<file path="config.mk">
export PLATFORM = sky130hd
export DESIGN_NAME = port_register
export DESIGN_NICKNAME = d
export VERILOG_FILES = /design/src/verilog/mcu_bus_pkg.sv /design/src/verilog/port_register.sv
export SDC_FILE = /design/constraint.sdc
export NUM_CORES = 1
export LEC_CHECK = 0
export BUFFER_PORTS_ARGS = -buffer_cell sky130_fd_sc_hd__buf_2
export CORE_ASPECT_RATIO = 1.2
export CORE_MARGIN = 5
export CORE_UTILIZATION = 25
export DETAILED_ROUTE_END_ITERATION = 16
export PLACE_DENSITY = 0.84
export SYNTH_ARGS = -nofsm -noshare
export SYNTH_HDL_FRONTEND = slang
export SYNTH_SLANG_ARGS = --single-unit
</file>
<file path="constraint.sdc">
create_clock -name clk -period 1.6 [get_ports clk]
set_input_delay 0.32 -clock clk [delete_from_list [all_inputs] [get_ports clk]]
set_output_delay 0.32 -clock clk [all_outputs]
set_load 0.05 [all_outputs]
</file>
<file path="src/verilog/mcu_bus_pkg.sv">
package mcu_bus_pkg;

    // bus widths.
    typedef logic [31:0] bus_addr_t;
    typedef logic [31:0] bus_data_t;
    typedef logic [3:0] byte_wr_n_t;   // one active-low strobe per byte lane.
    typedef logic [4:0] region_t;
    typedef logic [31:0] usec_t;

    // the region code sits in the top address bits.
    localparam int REGION_MSB = 31;
    localparam int REGION_LSB = 27;

    localparam region_t REGION_RAM = 5'h02;
    localparam region_t REGION_TIME = 5'h1b;
    localparam region_t REGION_TIMER = 5'h1c;
    localparam region_t REGION_PORTS = 5'h1f;

    // 2k words of RAM.
    localparam int RAM_WORD_BITS = 11;
    localparam int RAM_WORDS = 1 << RAM_WORD_BITS;

    typedef logic [RAM_WORD_BITS-1:0] ram_addr_t;

    // clk cycles per microsecond tick.
    localparam int US_CYCLES = 8;
    localparam int PRESC_BITS = $clog2(US_CYCLES);

    typedef logic [PRESC_BITS-1:0] presc_t;

    localparam presc_t PRESC_LAST = presc_t'(US_CYCLES - 1);

    // registered request as seen by the devices.
    typedef struct packed {
        bus_addr_t addr;
        bus_data_t wdata;
        byte_wr_n_t wr_n;
        logic rd_n;
    } bus_req_t;

    // strobe-qualified device selects.
    // region holds the region of the most recent read.
    typedef struct packed {
        logic ram;
        logic time_ctr;
        logic timer;
        logic ports;
        region_t region;
    } dev_sel_t;

endpackage
</file>
<file path="src/verilog/port_register.sv">
`timescale 1ns/1ns

module port_register (
    input  logic                  clk,
    input  logic                  rst_n,
    input  mcu_bus_pkg::bus_req_t  req,
    input  logic                  sel_ports,
    input  logic                  con_button,
    input  logic                  psh_button,
    input  logic                  tra,          // encoder.
    input  logic                  trb,          // encoder.
    input  logic                  bak_button,
    input  logic                  scl_in,
    input  logic                  sda_in,
    output logic                  led,
    output logic                  scl,
    output logic                  sda,
    output mcu_bus_pkg::bus_data_t rdata
);
    import mcu_bus_pkg::*;

    // lines idle high, i2c released.
    always_ff @(posedge clk) begin
        if (!rst_n) begin
            led <= 1'b1;
            scl <= 1'b1;
            sda <= 1'b1;
        end else if (sel_ports && !req.wr_n[0]) begin
            {led, scl, sda} <= req.wdata[2:0];
        end
    end

    always_ff @(posedge clk) begin
        if (sel_ports && !req.rd_n) begin
            rdata <= {25'b0, con_button, psh_button, tra, trb, bak_button,
                      scl_in, sda_in};
        end
    end

endmodule

</file>
==> impl_metrics.csv <==
group,metric,value,unit
run,cap_violations,0,
synth,synth_edf_count,7,
grt,first_global_vias,293,
route,viasPerCell,3.21,
grt,grt_usage,5.59,%
timing,rsz0062_at_grt,"false",
cts,root_buffer,"clkbuf_4",
synth,syn_inst,47,
synth,ys_async_sr_fraction,0,%
setup_path,max_stage_delay,0.33,ns
setup_path,start_kind,"flip-flop",
floorplanning,start_util,26.3,%
setup_path,crit_family,"flip-flops",
cells_and_area,diodes,0,
route,wirelength,1.02,mm
cts,clock_sinks,10,
setup_path,cp.arrival,0.86,ns
cts,numCtsBuffers,3,
cts,cts_tree,"built",
floorplanning,rows,18,
synth,synth-seq-cells,10,
setup_path,slowest_stage,"dfxtp_1",
cts,htreeDepth,1,
route,wl_per_cell,9.78,µm
route,drt_first_pass_iters,1,
power,powerDensity,1200,nW/µm²
placement,dp_slack,0.275,ns
timing,tightest_slew,0.563,ns
synth,ys.flop_type,"edfxtp_1",
setup_path,worstPathRequired,1.28,ns
cts,cts_setup_buffers,0,
route,drc,0,
floorplanning,die_y,60.8,µm
floorplanning,pin_count,114,
timing,maxSlewViolCount,0,
timing,layout_setup_ws,0.421,ns
synth,avgSynthCellArea,11.4,µm²
cts,clk_pin_slew_worst_paths,0.06,ns
setup_path,path_buf_inv,1,
route,vias,334,
setup_path,cp-end-kind,"output pin",
cts,clk-insertion-delay-late,0.26,ns
timing,maxSlewHeadroom,62.4,%
grt,grt_max_degree,8,
cts,clk_path_buf_depth,2,
setup_path,crit_type,"reg -> out",
synth,synthDistinctLibCells,9,
floorplanning,die_w,52.4,µm
cts,cts_resized,0,
cells_and_area,post_route_cells_drive_above_1_share,39.2,%
power,p_leak,0.000326,µW
setup_path,cp_cell_sequence,"buf_2",
route,ant_nets,0,
timing,clock_skew,0,ns
synth,ys_top_cells_by_count,"buf_4, edfxtp_1",
synth,yosys.area.top_type_share,39.1,%
setup_path,worstPathMaxFanout,2,
synth,synth.area.top_cells,"edfxtp_1, buf_4, dfxtp_1",
worst_hold_path,hold_path.class,"in -> reg",
synth,synth_most_common_cell,"buf_4",
synth,synth_area_leader_cell,"edfxtp_1",
timing,setup_tns,0,ns
grt,grt_first_pass_wirelength,1.20,mm
run_status,status,"completed",
cts,cts_hold_buf,0,
floorplanning,core,2050,µm²
synth,synth_seq_area_share,50.2,%
timing,timing.final.crit_period,1.18,ns
timing,fin_crit_sh,73.7,%
timing,max_freq,848,MHz
synth,synthesis.area,538,µm²
cells_and_area,final_core_utilization,31.0,%
power,peakVddDrop,0.000249,V
cells_and_area,areaGrowthSynthToFinish,17.9,%
placement,port_buffers,24,
placement,place.gp.congestion,0.643,
route,drtIter0Drc,0,
floorplanning,die-area,3180,µm²
cells_and_area,fin_nets,154,
grt,grt-ovfl-total,0,
timing,setup_viol,0,
synth,yosysWarnings,0,
grt,antenna_found_initial,0,
timing,hold_violations,0,
[through the flow]
stage | power, µW | cell area [µm²] | hold WS, ns | cells
2_1_floorplan | 554 | 628 | 0.409 | 71
3_3_place_gp | 541 | 598 | 0.479 | 100
3_5_place_dp | 544 | 598 | 0.482 | 100
4_1_cts | 770 | 634 | 0.222 | 104
5_1_grt | 789 | 634 | 0.223 | 104
6_report | 760 | 634 | 0.234 | 104
[cells in the final DEF (no fill, tap or decap)]
master / Yosys / final
conb_1: 1 / 25
buf_2: 0 / 24
edfxtp_1: 7 / 7
inv_1: 3 / 3
nand3b_1: 3 / 3
o211ai_1: 3 / 3
clkbuf_4: 0 / 3
dfxtp_1: 3 / 3
nor2b_1: 1 / 1
nor2b_4: 1 / 1
clkbuf_8: 0 / 1
[cell type report]
type | instances | area (µm²)
tap | 30 | 37.5
multi-input combinational | 33 | 159
sequential | 10 | 270
fill | 217 | 1420
clock buffer | 4 | 36.3
timing repair buffer | 24 | 120
inverter | 3 | 11.3
[final timing paths]
check             slack [ns]       end    from  cells after the start
setup / recovery        0.42       scl     scl                      1
hold reg to reg         0.49       led     led                      2
hold / removal          0.23  rdata[0]  sda_in                      1
setup reg to reg        0.99       sda     sda                      2
[flip-flops by register name (all words and copies together) (netlist names)]
register / count
rdata: 7
led: 1
scl: 1
sda: 1
[kinds of logic after synthesis]
family,after synthesis,share of synthesized area (%)
buffers and inverters,28,37.0
flip-flops,10,50.2
AND/OR/NAND/NOR,5,7.91
AO/OA/AOI/OAI,3,4.19
other,1,0.697
[layer usage]
layer / up-vias / track usage (%) / part of all wire [%]
li1: 158 / - / -
met1: 137 / 5.87 / 35
met2: 37 / 6.56 / 37
met3: 2 / 3.93 / 27
met4: 0 / 6.57 / 0.79
met5: - / 0 / 0
[power by group]
part / internal [µW] / switching [µW] / leakage, µW
Clock: 138 / 82.6 / 0.0000210
Combinational: 30.2 / 210 / 0.000214
Sequential: 295 / 4.66 / 0.0000906
Power figures use the tool's default switching activity.
