File: src/verilog/mcu_bus_pkg.sv
package mcu_bus_pkg;

    // bus widths.
    typedef logic [31:0] bus_addr_t;
    typedef logic [31:0] bus_data_t;
    typedef logic [3:0] byte_wr_n_t;   // one active-low strobe per byte lane.
    typedef logic [4:0] region_t;
    typedef logic [31:0] usec_t;

    // the region code sits in the top address bits.
    localparam int REGION_MSB = 31;
    localparam int REGION_LSB = 27;

    localparam region_t REGION_RAM = 5'h02;
    localparam region_t REGION_TIME = 5'h1b;
    localparam region_t REGION_TIMER = 5'h1c;
    localparam region_t REGION_PORTS = 5'h1f;

    // 2k words of RAM.
    localparam int RAM_WORD_BITS = 11;
    localparam int RAM_WORDS = 1 << RAM_WORD_BITS;

    typedef logic [RAM_WORD_BITS-1:0] ram_addr_t;

    // clk cycles per microsecond tick.
    localparam int US_CYCLES = 8;
    localparam int PRESC_BITS = $clog2(US_CYCLES);

    typedef logic [PRESC_BITS-1:0] presc_t;

    localparam presc_t PRESC_LAST = presc_t'(US_CYCLES - 1);

    // registered request as seen by the devices.
    typedef struct packed {
        bus_addr_t addr;
        bus_data_t wdata;
        byte_wr_n_t wr_n;
        logic rd_n;
    } bus_req_t;

    // strobe-qualified device selects.
    // region holds the region of the most recent read.
    typedef struct packed {
        logic ram;
        logic time_ctr;
        logic timer;
        logic ports;
        region_t region;
    } dev_sel_t;

endpackage
File: src/verilog/read_mux.sv
`timescale 1ns/1ns

module read_mux (
    input  logic                   clk,
    input  logic                   rst_n,
    input  mcu_bus_pkg::dev_sel_t   sel,
    input  mcu_bus_pkg::bus_data_t  ram_rdata,
    input  mcu_bus_pkg::bus_data_t  time_rdata,
    input  mcu_bus_pkg::bus_data_t  port_rdata,
    output mcu_bus_pkg::bus_data_t  rdata
);
    import mcu_bus_pkg::*;

    region_t region_q;

    // lines up with the device read registers.
    // reset lands on region 0, which reads zero.
    always_ff @(posedge clk) begin
        if (!rst_n) begin
            region_q <= '0;
        end else begin
            region_q <= sel.region;
        end
    end

    always_comb begin
        case (region_q)
            REGION_RAM:   rdata = ram_rdata;
            REGION_TIME:  rdata = time_rdata;
            REGION_PORTS: rdata = port_rdata;
            default:      rdata = '0;   // timer and unmapped.
        endcase
    end

endmodule

File: config.mk
export PLATFORM = sky130hd
export DESIGN_NAME = read_mux
export DESIGN_NICKNAME = d
export VERILOG_FILES = /design/src/verilog/mcu_bus_pkg.sv /design/src/verilog/read_mux.sv
export SDC_FILE = /design/constraint.sdc
export NUM_CORES = 1
export LEC_CHECK = 0
export ABC_AREA = 1
export BUFFER_PORTS_ARGS = -buffer_cell sky130_fd_sc_hd__buf_2
export CORE_ASPECT_RATIO = 0.8
export CORE_MARGIN = 5
export CORE_UTILIZATION = 23
export CTS_BUF_LIST = sky130_fd_sc_hd__clkbuf_16
export CTS_CLUSTER_DIAMETER = 200
export DETAILED_ROUTE_END_ITERATION = 7
export GPL_TIMING_DRIVEN = 0
export PLACE_DENSITY_LB_ADDON = 0.1
export SLEW_MARGIN = 20
export SYNTH_ARGS = -nofsm -noshare
export SYNTH_HDL_FRONTEND = slang
export SYNTH_SLANG_ARGS = --single-unit
File: constraint.sdc
create_clock -name clk -period 1.6 [get_ports clk]
set_input_delay 0.16 -clock clk [delete_from_list [all_inputs] [get_ports clk]]
set_output_delay 0.16 -clock clk [all_outputs]
set_load 0.01 [all_outputs]
==> impl_metrics.ini <==
[floorplan]
dieArea_mm2 = 0.005754
pin_count = 139
die_h_um = 68.86
initial_core_util_pct = 23.84
rows = 21
core-area_mm2 = 0.004178
die_x_um = 83.57

[finish]
nets = 427
regArea_um2 = 102.6
syn2layout_area_growth_pct = 97.24
nFillCells = 470
top_register = region_q
reg_top3 = region_q (5)
largest_register_ffs = 5
final_util_pct = 47.02
drive_gt1_share_pct = 55.17
multi_input_area_um2 = 754.5
diodes = 0

[worst_setup_path]
cp-start-kind = register
slowest_stage = dfxtp_1
path_common_cell = nand3_1
cpPeakStageDelay_ns = 0.34
critical_path_class = register to output port
crit_fanout = 8
cp.arrival_ns = 1.37
critPathRequiredTime_ns = 1.44
end_kind = output port
crit_chain = nand2_2, nor2_4, buf_12, buf_4, nand3_1, nand3_1, buf_2

[yosys]
syn_inst = 173
synth_top_area_share_pct = 48.24
synth-seq-cells = 5
synth_top_cell_by_area = nand3_1
syn_area_um2 = 996.0
ys_types = 12
yosysWarnings = 0
yosysSeqAreaShare_pct = 10.05
synth_nets = 280
synth_area_leaders = nand3_1 (48%), nand4_1 (20%), dfxtp_1 (10%), buf_2 (6.5%), buf_6 (3.4%)
avgSynthCellArea_um2 = 5.757

[routing]
via_per_inst = 5.051
vias = 1899
routed.top_layer = met4
wl_per_cell_um = 15.27
post-route-drc-count = 0
met1_length_um = 2501
drt_iter0_markers = 74
first_pass_iters = 4
wl_um = 5740
wl_met3_um = 587
drtAntennaViolNets = 0
wl_met2_um = 2604

[sta]
drv_slew = 0
timing.fmax_mhz = 652.1
finalSetupViolCount = 0
grt_setup_unrepaired = true
hold_viol = 0
worstMarginPinSlew_ns = 0.2026
max_slew_margin_pct = 86.50
finalCritPeriodShare_pct = 95.85
layout_min_cycle_time_ns = 1.534
hold_slack_ns = 0.1109

[clock_network]
cts_tree = built
cts_buffer_depth = 2
htree_levels = 1
clkTransAtPathRegs_ns = 0.03
hold_buffers = 0
cts_made_buffers = 3
cts.sinks = 5
root_buffer = clkbuf_16

[placement]
port_buffers = 134
routabilityCongestion = 0.8216
dpl.hpwl_um = 4435

[flow_run]
cap_violations = 0

[grt]
grt_pass1_vias = 1781
grt_first_pass_wirelength_um = 8466
gr-total-overflow = 0
grt_usage_pct = 17.85
antenna_found_initial = 0
grt_max_degree = 11

[status]
outcome = finished, final reports clean

[pwr]
ir_worst_vdd_uv = 501.1
leakagePower_nw = 1.126
p_per_area_mw_per_mm2 = 426.3

[hold_path]
hold_path.class = input port to register
[power by group]
group	switching (W)	internal (W)
Sequential	0.00000657	0.000133
Clock	0.0000783	0.000326
Combinational	0.000145	0.000149
Total	0.000230	0.000608
[repair_timing]
| item | CTS | global route |
|---|---|---|
| setup buffers | 0 | 5 |
| pin swaps | 0 | 2 |
| endpoints found under the setup margin | 30 | 32 |
| gates cloned | 0 | 3 |
| resized for setup | 3 | 35 |
[worst paths after layout]
check / start / to / slack, ns / cells past startpoint
hold / removal: sel[4] / region_q[4] / 0.11 / 3
setup / recovery: region_q[1] / rdata[19] / 0.07 / 7
[Yosys cell counts, drive strengths merged]
| library cell | n |
|---|---|
| buf | 19 |
| clkbuf | 2 |
| dfxtp | 5 |
| inv | 8 |
| nand2 | 7 |
| nand3 | 96 |
| nand4 | 32 |
| nor2 | 4 |
[per-layer routing]
metal  track usage, %  vias up
li1                 -      944
met2            30.85      101
met4            3.815        0
met3            3.919        4
met1            23.16      850
met5                0        -
[worst max-delay path: cells and delay by family, from the launching register on]
kind                   cells  cell delay (ns)
and+or+nand+nor            4             0.39
DFF                        1             0.34
buffers and inverters      3             0.41
[layout make-up]
type	count	share of cell area (%)
Sequential cell	5	5.223
Timing Repair Buffer	142	38.22
Buffer	21	8.790
Clock buffer	3	3.822
Tap cell	57	3.631
Multi-Input combinational cell	139	38.41
Clock inverter	1	0.2548
Inverter	8	1.656
[metrics by stage]
stage	instances	cell area (µm²)	worst slack, ns	TNS [ns]	power (W)
CTS	368	1824	0.001085	0	0.0008231
detailed placement	364	1738	0.1671	0	0.0004101
finish	376	1964	0.06646	0	0.0008374
floorplan	173	996.0	0.5036	0	0.0002372
global placement	364	1738	0.1497	0	0.0004069
global route	376	1964	-0.01486	-0.04304	0.0008878
[layout by cell type (no fill, tap or decap)]
cell	netlist	final
nand2_2	0	1
nand3_1	96	96
buf_2	13	135
nor2_4	2	4
clkbuf_2	0	2
clkinv_2	0	1
dfxtp_1	5	3
dfxtp_2	0	2
buf_4	3	11
nand2_1	7	6
buf_6	3	8
inv_2	2	1
clkbuf_4	0	6
clkbuf_16	0	3
inv_1	6	6
inv_4	0	1
nand4_1	32	32
buf_12	0	1
[cells by family after synthesis]
group,Yosys count,synth area share (%)
buf+inv,29,15.95
flops,5,10.05
simple gates,139,74.00
Note: power is estimated with default switching activity, not from simulation.
