## config.mk

```make
export PLATFORM = sky130hd
export DESIGN_NAME = interval_timer
export DESIGN_NICKNAME = d
export VERILOG_FILES = /design/src/verilog/mcu_bus_pkg.sv /design/src/verilog/interval_timer.sv
export SDC_FILE = /design/constraint.sdc
export NUM_CORES = 1
export LEC_CHECK = 0
export BUFFER_PORTS_ARGS = -buffer_cell sky130_fd_sc_hd__buf_2
export CAP_MARGIN = 0
export CORE_AREA = 2 2 69 71
export CTS_BUF_LIST = sky130_fd_sc_hd__clkbuf_16
export CTS_CLUSTER_DIAMETER = 200
export DETAILED_ROUTE_END_ITERATION = 8
export DIE_AREA = 0 0 71 73
export HOLD_SLACK_MARGIN = 0.06
export PLACE_DENSITY = 0.83
export RECOVER_POWER = 100
export SYNTH_ARGS = -nofsm -noshare
export SYNTH_HDL_FRONTEND = slang
export SYNTH_SLANG_ARGS = --single-unit
```

## constraint.sdc

```tcl
create_clock -name clk -period 4.3 [get_ports clk]
set_input_delay 0.215 -clock clk [delete_from_list [all_inputs] [get_ports clk]]
set_output_delay 0.215 -clock clk [all_outputs]
set_load 0.005 [all_outputs]
```

## src/verilog/mcu_bus_pkg.sv

```systemverilog
package mcu_bus_pkg;

    // bus widths.
    typedef logic [31:0] bus_addr_t;
    typedef logic [31:0] bus_data_t;
    typedef logic [3:0] byte_wr_n_t;   // one active-low strobe per byte lane.
    typedef logic [4:0] region_t;
    typedef logic [31:0] usec_t;

    // the region code sits in the top address bits.
    localparam int REGION_MSB = 31;
    localparam int REGION_LSB = 27;

    localparam region_t REGION_RAM = 5'h02;
    localparam region_t REGION_TIME = 5'h1b;
    localparam region_t REGION_TIMER = 5'h1c;
    localparam region_t REGION_PORTS = 5'h1f;

    // 2k words of RAM.
    localparam int RAM_WORD_BITS = 11;
    localparam int RAM_WORDS = 1 << RAM_WORD_BITS;

    typedef logic [RAM_WORD_BITS-1:0] ram_addr_t;

    // clk cycles per microsecond tick.
    localparam int US_CYCLES = 8;
    localparam int PRESC_BITS = $clog2(US_CYCLES);

    typedef logic [PRESC_BITS-1:0] presc_t;

    localparam presc_t PRESC_LAST = presc_t'(US_CYCLES - 1);

    // registered request as seen by the devices.
    typedef struct packed {
        bus_addr_t addr;
        bus_data_t wdata;
        byte_wr_n_t wr_n;
        logic rd_n;
    } bus_req_t;

    // strobe-qualified device selects.
    // region holds the region of the most recent read.
    typedef struct packed {
        logic ram;
        logic time_ctr;
        logic timer;
        logic ports;
        region_t region;
    } dev_sel_t;

endpackage
```

## src/verilog/interval_timer.sv

```systemverilog
`timescale 1ns/1ns

module interval_timer (
    input  logic                 clk,
    input  logic                 rst_n,
    input  mcu_bus_pkg::bus_req_t req,
    input  logic                 sel_timer,
    input  logic                 irq_ack,
    output logic                 irq
);
    import mcu_bus_pkg::*;

    presc_t presc;
    usec_t  remaining;
    logic   load;
    logic   tick;

    assign load = sel_timer && ~&req.wr_n;
    assign tick = (presc == PRESC_LAST);

    // prescaler restarts on every load so the first tick is a full microsecond.
    always_ff @(posedge clk) begin
        if (!rst_n) begin
            presc <= '0;
        end else if (load || tick) begin
            presc <= '0;
        end else begin
            presc <= presc + 1'b1;
        end
    end

    always_ff @(posedge clk) begin
        if (!rst_n) begin
            remaining <= '0;
            irq <= 1'b0;
        end else if (load) begin
            remaining <= req.wdata;   // zero stops the timer.
            irq <= 1'b0;
        end else if (tick && remaining != '0) begin
            remaining <= remaining - 1'b1;
            if (remaining == usec_t'(1)) begin
                irq <= 1'b1;
            end
        end else if (irq_ack) begin
            irq <= 1'b0;
        end
    end

endmodule

```

==> reports/results.md <==
| Group | Quantity | Reported |
|:---|:---|:---|
| outcome | Outcome | finished, final reports clean |
| cts | # Post-CTS Setup Buffers | 0 |
| synth | Average footprint of a synthesized cell | 8.460 um^2 |
| sta | Normalized max-slew margin | 0.2986 |
| layout | # diodes | 0 |
| critical path | Crit-path most repeated cell | or3_1 |
| sta | Unrepaired setup endpoints after global routing | false |
| routing | TritonRoute pass-1 iters | 4 |
| power | Largest vdd supply drop | 0.2055 mV |
| sta | Measured slew at the worst slew-check pin | 1052 ps |
| placement | Number of port buffers | 40 |
| routing | Iteration-0 DRC Markers | 123 |
| critical path | Critical path endpoint category | register |
| synth | Leading cell types by total area after synthesis | dfxtp_1 (34%), o21ai_0 (6.8%), or4_1 (6.7%) |
| sta | Largest clock skew in the final design | 8.243 ps |
| global route | Global-route track usage on met2 | 0.3396 |
| sta | Max-slew violation count | 0 |
| cts | Number of hold-repair buffers added at the cts stage | 0 |
| global route | Met1 GRT Util | 0.2716 |
| hold path | Worst min-delay path class | in2reg |
| sta | Timing-limited maximum frequency | 338.1 MHz |
| critical path | Startpoint of the most critical register-to-register path | remaining[2] |
| synth | Fraction of registers with async set or reset after synthesis | 0 |
| global route | Grt met3 use | 0.05525 |
| floorplanning | X dimension of the die | 71 um |
| power | Leakage Power | 0.8777 nW |
| cts | Number of buffers created by CTS | 5 |
| critical path | R2r worst-path depth | 5 |
| cts | Number of clock sinks seen by CTS | 36 |
| critical path | Number of cells on the critical path | 5 |
| floorplanning | Die area | 0.005183 mm^2 |
| global route | First-pass GRT wire length | 8.728 mm |
| floorplanning | CORE AREA | 0.004536 mm^2 |
| critical path | Reg-to-reg critical path endpoint | remaining[23] |
| layout | Net count of the finished layout | 362 |
| power | Switching power | 231.1 uW |
| hold path | Hold endpoint | remaining[28] |
| synth | Synthesized cell area | 0.002132 mm^2 |
| power | Switching portion of total power | 0.2710 |
| critical path | Cell breakdown of the critical path | nor4_1 -> nand4_1 -> or3_1 -> or3_1 -> a311oi_1 |
| synth | Net count of the mapped netlist | 329 |
| placement | Estimated wirelength of the detail-placed design | 3.528 mm |
| hold path | Count of cells along the worst hold path | 3 |
| routing | Total DRC errors in the routed layout | 0 |
| power | Clock network fraction of design power | 0.394 |
| synth | Leading cell types by count after synthesis | dfxtp_1 (36), o21ai_0 (29), a31oi_1 (20) |
| sta | Final hold vios | 0 |
| power | Sequential Power Share | 0.450 |
| cts | Clock tree from TritonCTS | built |
| routing | Per-cell routed wire length | 15.77 um |
| sta | Final period utilization | 0.6879 |
| power | Total power divided by cell area | 346.0 mW/mm^2 |
| critical path | Worst Path Required | 4480 ps |
| sta | Aggregate negative setup slack | 0 ps |
| cts | Clk pin slew, worst setup/hold paths | 60 ps |
| global route | Grt ovf | 0 |
| critical path | Internal reg-to-reg setup slack | 1340 ps |
| synth | Cell count after synthesis | 252 |
| critical path | Largest fanout of any net on the critical path | 12 |
| routing | Post-route antenna net violation count | 0 |
| critical path | Data arrival, critical path | 3140 ps |
| cts | Number of levels in the clock H-tree | 2 |
| job | Maxcap violations | 0 |
| power | Total power | 852.9 uW |
| synth | Area share of the largest cell type after synthesis | 0.3380 |
| global route | Vias in the first global route | 1916 |
| floorplanning | Starting Density | 0.4701 |
| layout | Post-synthesis to final-layout area growth | 15.61% |
| cts | Clk Tree Root Cell | clkbuf_16 |
| floorplanning | Die height | 73 um |
| cts | Maximum clock insertion buffer count | 2 |
| global route | Pin count of the biggest net entering global routing | 34 |
| critical path | Bufs and invs on worst path | 0 |
| synth | Distinct cells, synth | 48 |
| critical path | Delay contributed by the slowest stage of the critical path | 700 ps |
| floorplanning | Standard-cell rows | 25 |
| layout | Share of post-route cells with drive strength above 1 | 0.1895 |
| cts | Quantity of gates resized following cts | 0 |
| synth | Most frequent cell after synthesis | dfxtp_1 |
| global route | Combined global-route utilization of all metal layers | 0.2122 |
| critical path | Category of the worst setup path launch point | register |
| synth | Register bit count reported by yosys | 36 |
| sta | Hold slack | 149.0 ps |
| hold path | Launch instance of the worst min-delay path | req[33] |
| critical path | Family with the most delay on the worst path | simple AND/OR/NAND/NOR gates |
| synth | Yosys top cell by area | dfxtp_1 |
| critical path | Cell type of the slowest stage on the worst timing path | nor4_1 |
| routing | Wire length after detailed routing | 5.346 mm |
| sta | Min cycle time layout | 2958 ps |
| cts | Worst-skew pair later-pin latency | 280 ps |
| global route | Number of antenna violations at the first check in global routing | 0 |
| synth | Most used flip-flop cell after synthesis | dfxtp_1 |
| routing | Routed via count divided by cell count | 6.298 |
| sta | Number of endpoints failing setup at the final stage | 0 |
| synth | Count of yosys warnings during synthesis | 0 |
| placement | GPL Wtd Cong | 0.7913 |
| synth | Post-synth EDFFs | 0 |
| placement | Cell area reported after detailed placement | 0.002347 mm^2 |
| power | Combinational group share of total power | 0.157 |
| power | Cell Int Power | 621.8 uW |
| synth | Share of synthesized area occupied by flip-flops and latches | 0.3380 |
| routing | Via count | 2135 |
| layout | Area of all placed cells without fillers | 0.002465 mm^2 |
| floorplanning | IO Pins | 74 |
| critical path | Critical path type | reg2reg |
| global route | Global routing's busiest layer | met2 |
==> cell type report <==
class | count | area [um^2]
clock buffers | 5 | 125.1
clock inverters | 2 | 7.507
fillers | 415 | 2071
inverters | 5 | 18.77
multi-input cells | 196 | 1323
flip-flops and latches | 36 | 720.7
well taps | 54 | 67.56
repair buffers | 41 | 202.7
==> per-stage QoR <==
step	util	worst slack (ps)	std cells
2_1_floorplan	-	2092	252
3_3_place_gp	0.5175	1813	332
3_5_place_dp	0.5175	1692	332
4_1_cts	0.5468	1654	339
5_1_grt	0.5434	1163	339
6_report	0.5434	1342	339
==> logic make-up (layout without fill, tap and decap cells) <==
logic type,after synthesis,after routing,synth area share
AOI/OAI and AO/OA,84,84,0.2553
buffers and inverters,20,53,0.03697
and+or+nand+nor,99,99,0.3057
xor gates and xnor gates,7,7,0.02876
DFF,36,36,0.3380
muxes,2,2,0.01174
adders and majority gates,4,4,0.02348
==> per-layer routing <==
metal  up-vias  routed length [um]
li1       1074                   -
met1       994                2435
met2        58                2524
met3         9                 301
met4         0                  85
met5         -                   0
==> placed cells by master (no fill, tap or decap), types with 7 or more instances in the layout <==
| master | n |
|---|---|
| a31oi_1 | 20 |
| buf_2 | 39 |
| dfxtp_1 | 36 |
| nand3_1 | 11 |
| nor2_1 | 8 |
| nor3_1 | 9 |
| o21ai_0 | 30 |
| o31ai_1 | 11 |
| or3_1 | 17 |
| or4_1 | 19 |
| xnor2_1 | 7 |
==> power groups by stage <==
| stage | Combinational, mW | Clock, mW | Sequential, mW |
|---|---|---|---|
| 5_1_grt | 0.150 | 0.354 | 0.387 |
| 3_3_place_gp | 0.129 | 0 | 0.387 |
| 4_1_cts | 0.134 | 0.342 | 0.383 |
| 3_5_place_dp | 0.132 | 0 | 0.389 |
| 6_report | 0.134 | 0.336 | 0.383 |
| 2_1_floorplan | 0.0967 | 0 | 0.383 |
==> worst reg2reg max path, stage by stage, from the launching register on <==
cell	delay [ps]
dfxtp_1	370
nor4_1	700
nand4_1	560
or3_1	610
or3_1	340
a311oi_1	280
==> worst max path at each step <==
stage,start,endpoint,slack (ps)
2_1_floorplan,presc[0],remaining[28],2090
3_5_place_dp,remaining[2],remaining[23],1690
3_3_place_gp,remaining[2],remaining[30],1810
5_1_grt,remaining[2],remaining[23],1160
4_1_cts,remaining[2],remaining[23],1650
6_report,remaining[2],remaining[23],1340
==> flip-flops by register name, indices dropped and copies added (netlist names) <==
signal,flops
irq,1
presc,3
remaining,32
Note: power is estimated with default switching activity, not from simulation.
