<file path="src/verilog/mcu_bus_pkg.sv">
package mcu_bus_pkg;

    // bus widths.
    typedef logic [31:0] bus_addr_t;
    typedef logic [31:0] bus_data_t;
    typedef logic [3:0] byte_wr_n_t;   // one active-low strobe per byte lane.
    typedef logic [4:0] region_t;
    typedef logic [31:0] usec_t;

    // the region code sits in the top address bits.
    localparam int REGION_MSB = 31;
    localparam int REGION_LSB = 27;

    localparam region_t REGION_RAM = 5'h02;
    localparam region_t REGION_TIME = 5'h1b;
    localparam region_t REGION_TIMER = 5'h1c;
    localparam region_t REGION_PORTS = 5'h1f;

    // 2k words of RAM.
    localparam int RAM_WORD_BITS = 11;
    localparam int RAM_WORDS = 1 << RAM_WORD_BITS;

    typedef logic [RAM_WORD_BITS-1:0] ram_addr_t;

    // clk cycles per microsecond tick.
    localparam int US_CYCLES = 8;
    localparam int PRESC_BITS = $clog2(US_CYCLES);

    typedef logic [PRESC_BITS-1:0] presc_t;

    localparam presc_t PRESC_LAST = presc_t'(US_CYCLES - 1);

    // registered request as seen by the devices.
    typedef struct packed {
        bus_addr_t addr;
        bus_data_t wdata;
        byte_wr_n_t wr_n;
        logic rd_n;
    } bus_req_t;

    // strobe-qualified device selects.
    // region holds the region of the most recent read.
    typedef struct packed {
        logic ram;
        logic time_ctr;
        logic timer;
        logic ports;
        region_t region;
    } dev_sel_t;

endpackage
</file>
<file path="src/verilog/time_counter.sv">
`timescale 1ns/1ns

module time_counter (
    input  logic                  clk,
    input  logic                  rst_n,
    input  logic                  sel_time,
    input  logic                  rd_n_q,
    output mcu_bus_pkg::bus_data_t rdata
);
    import mcu_bus_pkg::*;

    presc_t presc;
    usec_t  usec;

    always_ff @(posedge clk) begin
        if (!rst_n) begin
            presc <= '0;
            usec <= '0;
        end else if (presc == PRESC_LAST) begin
            presc <= '0;
            usec <= usec + 1'b1;   // wraps after about 71 minutes.
        end else begin
            presc <= presc + 1'b1;
        end
    end

    // snapshot on read.
    always_ff @(posedge clk) begin
        if (sel_time && !rd_n_q) begin
            rdata <= usec;
        end
    end

endmodule

</file>
<file path="config.mk">
export PLATFORM = sky130hd
export DESIGN_NAME = time_counter
export DESIGN_NICKNAME = d
export VERILOG_FILES = /design/src/verilog/mcu_bus_pkg.sv /design/src/verilog/time_counter.sv
export SDC_FILE = /design/constraint.sdc
export NUM_CORES = 1
export LEC_CHECK = 0
export BUFFER_PORTS_ARGS = -buffer_cell sky130_fd_sc_hd__buf_2
export CAP_MARGIN = 20
export CORE_ASPECT_RATIO = 0.8
export CORE_MARGIN = 2
export CORE_UTILIZATION = 60
export DETAILED_ROUTE_END_ITERATION = 8
export PLACE_DENSITY = 0.83
export SYNTH_ARGS = -nofsm -noshare
export SYNTH_HDL_FRONTEND = slang
export SYNTH_SLANG_ARGS = --single-unit
</file>
<file path="constraint.sdc">
create_clock -name clk -period 4.3 [get_ports clk]
set_clock_uncertainty 0.2 [all_clocks]
set_input_delay 0.215 -clock clk [delete_from_list [all_inputs] [get_ports clk]]
set_output_delay 0.215 -clock clk [all_outputs]
set_load 0.02 [all_outputs]
</file>
==> metrics.yaml, run 1 <==
post_cts.repair.setup_buffers: 0
maxCapViolCount: 0
avgSynthCellArea_sq_um: 11.9
drc: 0
yosysSeqAreaShare: 0.651
hold_end: "presc[0]$_SDFF_PP0_"
critPathMaxStageDelay_ns: 0.88
reg2reg_depth: 4
hold_class: "register to register"
synthXorXnorAreaFrac: 0.0377
tightest_slew_ns: 0.930
period_needed_ns: 2.55
cts-resized-gates: 0
pwr-share-clk: 0.369
synthesis.nets: 222
synth_cells: 215
cts_tree: "yes"
synth-seq-cells: 67
cts_max_path_buffers: 2
crit_type: "register to register"
worst_setup_path_end_kind: "register"
grt_pass1_wl_microns: 7620
placed_cell_area_sq_mm: 0.00277
layout_common_cells: "buf_2 (35), dfxtp_1 (35), edfxtp_1 (32), a21oi_1 (20)"
final_area_sq_mm: 0.00292
path_common_cell: "or4_1"
netlist.area_leader.share: 0.376
hold_start: "presc[0]$_SDFF_PP0_"
synth.largest_area_cell: "edfxtp_1"
yosys-top-cells-area: "edfxtp_1 (38%), dfxtp_1 (27%), a21oi_1 (3.9%)"
synth-simple-area-share: 0.180
reg2reg_from: "usec[7]$_SDFFE_PN0N_"
pre_cts_ws_ns: 1.80
fmax_mhz: 392
drive_gt1_frac: 0.194
cp-start-kind: "register"
slowest_stage: "or4_1"
p_int_w: 0.000893
grt_max_degree: 36
p_seq_frac: 0.598
ys_types: 27
hold_violations: 0
power.leakage_nw: 1.01
rows: 21
postRouteAntennaNets: 0
grt_overflow: 0
synth_mux_area_frac: 0.00392
die_h_microns: 62.3
post_drt_wl_per_cell_microns: 14.3
antenna_found_initial: 0
peakVddDrop_uv: 256
synth_compound_area_frac: 0.0892
cellPowerDensity_mw_per_mm2: 390
drv_slew: 0
syn2layout_area_growth_pct: 14.4
rsz0062_at_grt: "false"
ctsHoldBuffers: 0
fin_nets: 260
portBuffers: 35
synth-adder-area-share: 0.0147
status: "finished clean"
fin_ws_ns: 1.75
synth_warnings: 0
via_per_inst: 5.64
place_congestion: 0.788
ioPinCount: 36
cts_root_buffer: "clkbuf_8"
p_sw_w: 0.000245
dieArea_sq_mm: 0.00479
relSlewSlack: 0.376
grt_pass1_vias: 1657
required_ns: 4.34
synth_top_family_by_area: "simple AND/OR/NAND/NOR gates"
fin_setup_tns_ns: 0
clkSinkCount: 67
fin_crit_sh: 0.593
finalSetupViolations: 0
place_hpwl_microns: 2870
wirelength_microns: 4490
pwr-share-comb: 0.033
cp_max_fo: 26
synthesis.area_sq_mm: 0.00255
fp.dieW_microns: 76.9
core_area_sq_mm: 0.00413
critPathArrivalTime_ns: 2.59
drtPass1Iterations: 4
r2r_slack_ns: 1.75
path_clk_slew_ns: 0.06
clk_latency_ns: 0.34
grt_usage: 0.211
p_sw_frac: 0.215
hold_depth: 1
path_cells: "nand4_1 > or4_1 > or4_1 > a21oi_1"
htreeDepth: 3
diodes: 0
numCtsBuffers: 9
start_util: 0.619
detail_route.iter0.violations: 146
rr_endpoint: "usec[27]$_SDFFE_PN0N_"
dr_total_vias: 1778
fillCellCount: 305
worst max-delay path, delay by kind of cell (launching register included):
kind	cells	cell delay, ns
compound gates	1	0.15
flops	1	0.44
simple gates	3	1.66
metal layers:
layer	wire, microns	part of all wire	GRT usage	up-vias
li1	-	-	-	889
met1	2050	0.46	0.268	824
met2	2090	0.47	0.318	56
met3	286	0.064	0.0930	9
met4	63	0.014	0.0864	0
met5	0	0	0	-
power by group through the flow:
stage	logic [W]	registers [W]	clock network, W
6_report	0.0000379	0.000680	0.000420
5_1_grt	0.0000408	0.000681	0.000464
4_1_cts	0.0000386	0.000681	0.000430
3_5_place_dp	0.0000386	0.000694	0
3_3_place_gp	0.0000379	0.000694	0
2_1_floorplan	0.0000116	0.000708	0
cells by family after synthesis:
family / after synthesis
compound gates: 40
xor+xnor: 11
fa+ha+maj: 3
buf+inv: 13
flops: 67
mux: 1
simple gates: 80
state kept, by name, indices dropped and copies added (netlist names):
name,cells
presc,3
rdata,32
usec,32
worst max path at each step:
stage / startpoint / to / slack, ns / depth (start not counted)
final: usec[7]$_SDFFE_PN0N_ / usec[27]$_SDFFE_PN0N_ / 1.75 / 4
after global routing: usec[6]$_SDFFE_PN0N_ / usec[27]$_SDFFE_PN0N_ / 1.56 / 4
after floorplan: rd_n_q / rdata[0]$_DFFE_PP_ / 2.01 / 1
after CTS: usec[7]$_SDFFE_PN0N_ / usec[27]$_SDFFE_PN0N_ / 1.77 / 4
after detailed placement: usec[7]$_SDFFE_PN0N_ / usec[27]$_SDFFE_PN0N_ / 1.80 / 4
after global placement: usec[6]$_SDFFE_PN0N_ / usec[26]$_SDFFE_PN0N_ / 1.86 / 4
cell type report:
type	instances	area, sq um	share of cell area
clock inverters	4	20.0	0.00686
flip-flops and latches	67	1660	0.569
inverters	4	15.0	0.00514
well taps	57	71.3	0.0244
multi-input cells	135	835	0.286
repair buffers	36	183	0.0626
clock buffers	12	135	0.0463
through the flow:
step	power, W	util	cells	hold slack (ns)
3_3_place_gp	0.000732	0.670	299	0.212
6_report	0.00114	0.708	315	0.228
5_1_grt	0.00119	0.708	315	0.250
3_5_place_dp	0.000733	0.670	299	0.221
2_1_floorplan	0.000719	-	215	0.203
4_1_cts	0.00115	0.708	315	0.230
synthesized netlist by cell type:
| master | number |
|---|---|
| or3_1 | 9 |
| o21ai_0 | 9 |
| nor2_1 | 12 |
| buf_2 | 1 |
| clkinv_1 | 1 |
| nor3b_1 | 2 |
| nor2b_1 | 1 |
| xor2_1 | 7 |
| inv_1 | 3 |
| ha_1 | 3 |
| nand3_1 | 13 |
| buf_6 | 1 |
| and3_1 | 4 |
| clkbuf_2 | 1 |
| o31ai_1 | 11 |
| nor3_1 | 2 |
| clkbuf_1 | 6 |
| and2_1 | 1 |
| or4_1 | 13 |
| nand2_1 | 9 |
| mux2i_1 | 1 |
| and4_1 | 5 |
| edfxtp_1 | 32 |
| xnor2_1 | 4 |
| nand4_1 | 9 |
| dfxtp_1 | 35 |
| a21oi_1 | 20 |
Note: power is estimated with default switching activity, not from simulation.
==> run 2, diff against run 1 <==
- CORE_UTILIZATION: 60 -> 50
- PLACE_DENSITY: 0.83 -> 0.74
- clock period: 4.3 -> 2.1 ns (I/O delays scaled with it)
==> run 2 against run 1 <==
Against the previous run:
- the run now ends with negative setup slack left
- design area increased by 17%
- power increased by 130%
- sequential power increased by 100%
- utilization decreased by 2.4 points
- non-clock buffer count increased by 31
- via count increased by 11%
- largest power group unchanged
- highest routed layer unchanged
==> metrics.yaml, run 2 (synthesis gave the netlist of run 1 again) <==
drive_gt1_frac: 0.398
peakVddDrop_uv: 491
fmax_mhz: 452
ioPinCount: 36
fp.dieW_microns: 83.9
start_util: 0.513
tightest_slew_ns: 1.05
pre_cts_ws_ns: -0.0659
grt_usage: 0.199
p_sw_frac: 0.213
cp_max_fo: 6
rsz0062_at_grt: "true"
required_ns: 2.14
final_common_cell: "buf_2"
fin_ws_ns: -0.113
maxCapViolCount: 0
detail_route.iter0.violations: 147
cts_tree: "yes"
p_int_w: 0.00207
diodes: 0
drtPass1Iterations: 4
htreeDepth: 3
clkSinkCount: 67
fin_setup_tns_ns: -0.566
postRouteAntennaNets: 0
period_needed_ns: 2.21
antenna_found_initial: 0
failed_checks: "negative setup slack"
dr_total_vias: 1965
cp-start-kind: "register"
relSlewSlack: 0.297
hold_violations: 0
cts_root_buffer: "clkbuf_8"
pwr-share-comb: 0.031
power_w: 0.00263
syn2layout_area_growth_pct: 33.4
rows: 23
numCtsBuffers: 9
placed_cell_area_sq_mm: 0.00296
fin_nets: 291
wirelength_microns: 5510
final_area_sq_mm: 0.00340
layout_common_cells: "buf_2 (35), edfxtp_1 (32), dfxtp_1 (27), buf_4 (26), a21oi_1 (15)"
worst_setup_path_end_kind: "register"
fin_util: 0.684
place_hpwl_microns: 3200
hold_class: "input port to register"
post_drt_wl_per_cell_microns: 15.7
cellPowerDensity_mw_per_mm2: 773
grt_pass1_vias: 1776
grt_max_degree: 36
drc: 0
fin_crit_sh: 1.05
p_seq_frac: 0.530
via_per_inst: 5.60
finalSetupViolations: 11
clk_latency_ns: 0.34
grt_overflow: 0
ctsHoldBuffers: 0
power.leakage_nw: 1.24
drv_slew: 0
pwr-share-clk: 0.439
path_clk_slew_ns: 0.08
largestRegisters: "rdata x32, usec x32, presc x3"
core_area_sq_mm: 0.00498
critPathArrivalTime_ns: 2.25
p_sw_w: 0.000560
status: "complete, but fails checks"
cts_max_path_buffers: 2
portBuffers: 35
dieArea_sq_mm: 0.00570
die_h_microns: 67.9
crit_type: "register to register"
place_congestion: 0.783
grt_pass1_wl_microns: 8550
run 2: changes by cell type in the layout (fill, tap and decap cells not counted), sizes merged:
cell / before / now
buf: 36 / 65
clkinv: 5 / 3
clkbuf: 12 / 10
bufinv: 0 / 2
clkinvlp: 0 / 3
bufbuf: 0 / 1
run 2: what timing repair did:
| item | CTS | global route |
|---|---|---|
| hold endpoints to repair | 0 | 0 |
| setup buffers | 1 | 4 |
| gates cloned | 1 | 1 |
| pin swaps | 3 | 21 |
| endpoints found under the setup margin | 13 | 18 |
| resized for setup | 12 | 25 |
run 2: final timing paths:
path	from	end	slack [ns]	cells after the start
max reg2reg	usec[6]$_SDFFE_PN0N_	usec[26]$_SDFFE_PN0N_	-0.11	5
max	usec[6]$_SDFFE_PN0N_	usec[26]$_SDFFE_PN0N_	-0.11	5
min	rd_n_q	rdata[4]$_DFFE_PP_	0.15	3
min reg2reg	presc[0]$_SDFF_PP0_	presc[0]$_SDFF_PP0_	0.25	1
run 2: metal layers:
layer / wire [microns] / GRT usage / up-vias
met5: 0 / 0 / -
met4: 106 / 0.0948 / 0
met3: 217 / 0.0700 / 13
met2: 2860 / 0.333 / 35
met1: 2320 / 0.236 / 954
li1: - / - / 963
run 2: final cells by class:
type / count / area (sq um)
Inverter: 4 / 15.0
Timing Repair Buffer: 67 / 482
Multi-Input combinational cell: 135 / 942
Clock inverter: 7 / 92.6
Clock buffer: 9 / 124
Tap cell: 62 / 77.6
Sequential cell: 67 / 1670
Fill cell: 376 / 1570
run 2: through the flow:
step | cells | hold slack [ns]
finish | 351 | 0.146
detailed placement | 329 | 0.217
floorplan | 215 | 0.0931
global placement | 329 | 0.212
global route | 351 | 0.153
CTS | 347 | 0.147
run 2: worst max-delay path: stages (launching register included):
cell and delay, ns:
dfxtp_2 0.34, nand4_1 0.14, or4_4 0.61, buf_12 0.16, or4_4 0.50, a21oi_1 0.15
run 2: power groups by stage:
stage                     clock [W]  combinational [W]  sequential (W)
final                       0.00116          0.0000814         0.00139
after global routing        0.00124          0.0000881         0.00140
after CTS                   0.00118          0.0000796         0.00139
after detailed placement          0          0.0000794         0.00142
after global placement            0          0.0000782         0.00142
after floorplan                   0          0.0000241         0.00145
==> run 3, diff against run 2 <==
--- a/config.mk
+++ b/config.mk
@@ -11,4 +11,5 @@
 export CORE_MARGIN = 2
 export CORE_UTILIZATION = 50
+export CTS_BUF_LIST = sky130_fd_sc_hd__clkbuf_16
 export DETAILED_ROUTE_END_ITERATION = 8
 export PLACE_DENSITY = 0.74
==> constraint.sdc (replaced) <==
create_clock -name clk -period 2.1 [get_ports clk]
set_clock_uncertainty 0.2 [all_clocks]
set_input_delay 0.315 -clock clk [delete_from_list [all_inputs] [get_ports clk]]
set_output_delay 0.315 -clock clk [all_outputs]
set_load 0.02 [all_outputs]
==> run 3 against run 2 <==
Against the previous run:
- power up 15%
- the flow still finishes with violations (negative setup slack)
- die area unchanged
- register-to-register slack improved by 0.03 ns
- critical endpoint is now usec[30]$_SDFFE_PN0N_
- utilization increased by 4.2 points
- flip-flop and latch count is the same
- non-clock buffer count increased by 5
- critical path depth stayed put
- count of clock-buffer cells in the layout unchanged
- setup slack improved by 0.034 ns
==> metrics.yaml, run 3 (synthesis gave the netlist of run 1 again) <==
fmax_mhz: 459
cp_max_fo: 7
fin_crit_sh: 1.04
whs_ns: 0.226
rsz0062_at_grt: "true"
antenna_found_initial: 0
cp-start-kind: "register"
fp.dieW_microns: 83.9
rows: 23
fin_util: 0.726
fin_ws_ns: -0.0784
portBuffers: 35
relSlewSlack: 0.262
diodes: 0
p_int_w: 0.00244
slowest_stage: "or4_4"
numCtsBuffers: 9
die_h_microns: 67.9
hold_end: "presc[0]$_SDFF_PP0_"
power.leakage_nw: 1.32
clkSinkCount: 67
start_util: 0.513
tightest_slew_ns: 1.10
hold_depth: 1
rr_endpoint: "usec[30]$_SDFFE_PN0N_"
finalSetupViolations: 8
drv_slew: 0
place_congestion: 0.780
place_hpwl_microns: 3260
status: "complete, but fails checks"
hold_class: "register to register"
cts_root_buffer: "clkbuf_16"
path_clk_slew_ns: 0.06
grt_max_degree: 36
fin_nets: 296
reg2reg_depth: 5
crit_type: "register to register"
drtPass1Iterations: 4
required_ns: 2.13
htreeDepth: 3
via_per_inst: 5.75
hold_start: "presc[0]$_SDFF_PP0_"
critPathArrivalTime_ns: 2.21
largestRegisters: "rdata x32, usec x32, presc x3"
cts_max_path_buffers: 2
p_sw_w: 0.000599
syn2layout_area_growth_pct: 41.7
clk_latency_ns: 0.33
wirelength_microns: 6180
grt_overflow: 0
detail_route.iter0.violations: 155
p_sw_frac: 0.197
dr_total_vias: 2048
path_common_cell: "or4_4"
critPathMaxStageDelay_ns: 0.63
maxCapViolCount: 0
cellPowerDensity_mw_per_mm2: 839
ioPinCount: 36
pre_cts_ws_ns: -0.0970
reg2reg_from: "usec[6]$_SDFFE_PN0N_"
grt_pass1_wl_microns: 8560
drc: 0
pwr-share-clk: 0.512
period_needed_ns: 2.18
critPathLaunch: "usec[6]$_SDFFE_PN0N_"
hold_violations: 0
grt_pass1_vias: 1789
grt_usage: 0.197
failed_checks: "negative setup slack"
path_cells: "nand4_1 > or4_4 > buf_12 > or4_4 > a21oi_1"
cts_tree: "yes"
postRouteAntennaNets: 0
final_common_cell: "buf_2"
peakVddDrop_uv: 635
core_area_sq_mm: 0.00498
post_drt_wl_per_cell_microns: 17.4
pwr-share-comb: 0.028
r2r_slack_ns: -0.08
p_seq_frac: 0.460
layout_common_cells: "buf_2 (35), edfxtp_1 (32), buf_4 (31), dfxtp_1 (30), a21oi_1 (13)"
dieArea_sq_mm: 0.00570
worst_setup_path_end_kind: "register"
drive_gt1_frac: 0.425
## run 3: cell types whose count changed in the layout (fill, tap and decap cells not counted), sizes merged
cell and change:
buf +5, bufbuf -1, clkbuf +1, clkinv +3, clkinvlp -3
## run 3: power groups by stage
stage / Combinational (W) / Sequential, W / Clock (W)
floorplan: 0.0000241 / 0.00145 / 0
global placement: 0.0000784 / 0.00142 / 0
detailed placement: 0.0000803 / 0.00142 / 0
CTS: 0.0000811 / 0.00140 / 0.00156
global route: 0.0000913 / 0.00140 / 0.00163
finish: 0.0000854 / 0.00140 / 0.00155
## run 3: per-stage QoR
step | setup TNS [ns] | instances | total power [W] | cell area, sq um
finish | -0.398 | 356 | 0.00304 | 3620
global route | -1.09 | 356 | 0.00312 | 3620
CTS | -0.837 | 343 | 0.00304 | 3280
detailed placement | -0.696 | 327 | 0.00150 | 2950
global placement | -0.300 | 327 | 0.00150 | 2950
floorplan | 0 | 215 | 0.00147 | 2570
## run 3: worst max path at each step
stage	slack [ns]	to
2_1_floorplan	0.002	usec[21]$_SDFFE_PN0N_
3_3_place_gp	-0.05	usec[29]$_SDFFE_PN0N_
3_5_place_dp	-0.1	usec[31]$_SDFFE_PN0N_
4_1_cts	-0.1	usec[31]$_SDFFE_PN0N_
5_1_grt	-0.13	usec[30]$_SDFFE_PN0N_
6_report	-0.08	usec[30]$_SDFFE_PN0N_
## run 3: final cells by class
| class | count | area, sq um |
|---|---|---|
| Inverter | 4 | 15.0 |
| Tap cell | 62 | 77.6 |
| Timing Repair Buffer | 72 | 512 |
| Multi-Input combinational cell | 135 | 1040 |
| Clock inverter | 7 | 82.6 |
| Clock buffer | 9 | 225 |
| Fill cell | 300 | 1360 |
| Sequential cell | 67 | 1670 |
## run 3: worst max-delay path, delay by kind of cell, from the launching register on
kind / cells / cell delay (ns)
AO/OA/AOI/OAI: 1 / 0.12
buffers and inverters: 1 / 0.17
flip-flops: 1 / 0.32
AND/OR/NAND/NOR: 3 / 1.27
## run 3: layer usage
layer / vias up / wire, microns / global-route usage
li1: 967 / - / -
met5: - / 0 / 0
met1: 992 / 2670 / 0.252
met4: 0 / 54 / 0.0867
met2: 81 / 3040 / 0.307
met3: 8 / 423 / 0.0688
## run 3: timing repair
action,4_1_cts,5_1_grt
buffers inserted,0,11
setup endpoints to repair,14,18
hold buffers,0,0
cloned,0,2
pin swaps,3,27
gates resized for setup,6,43
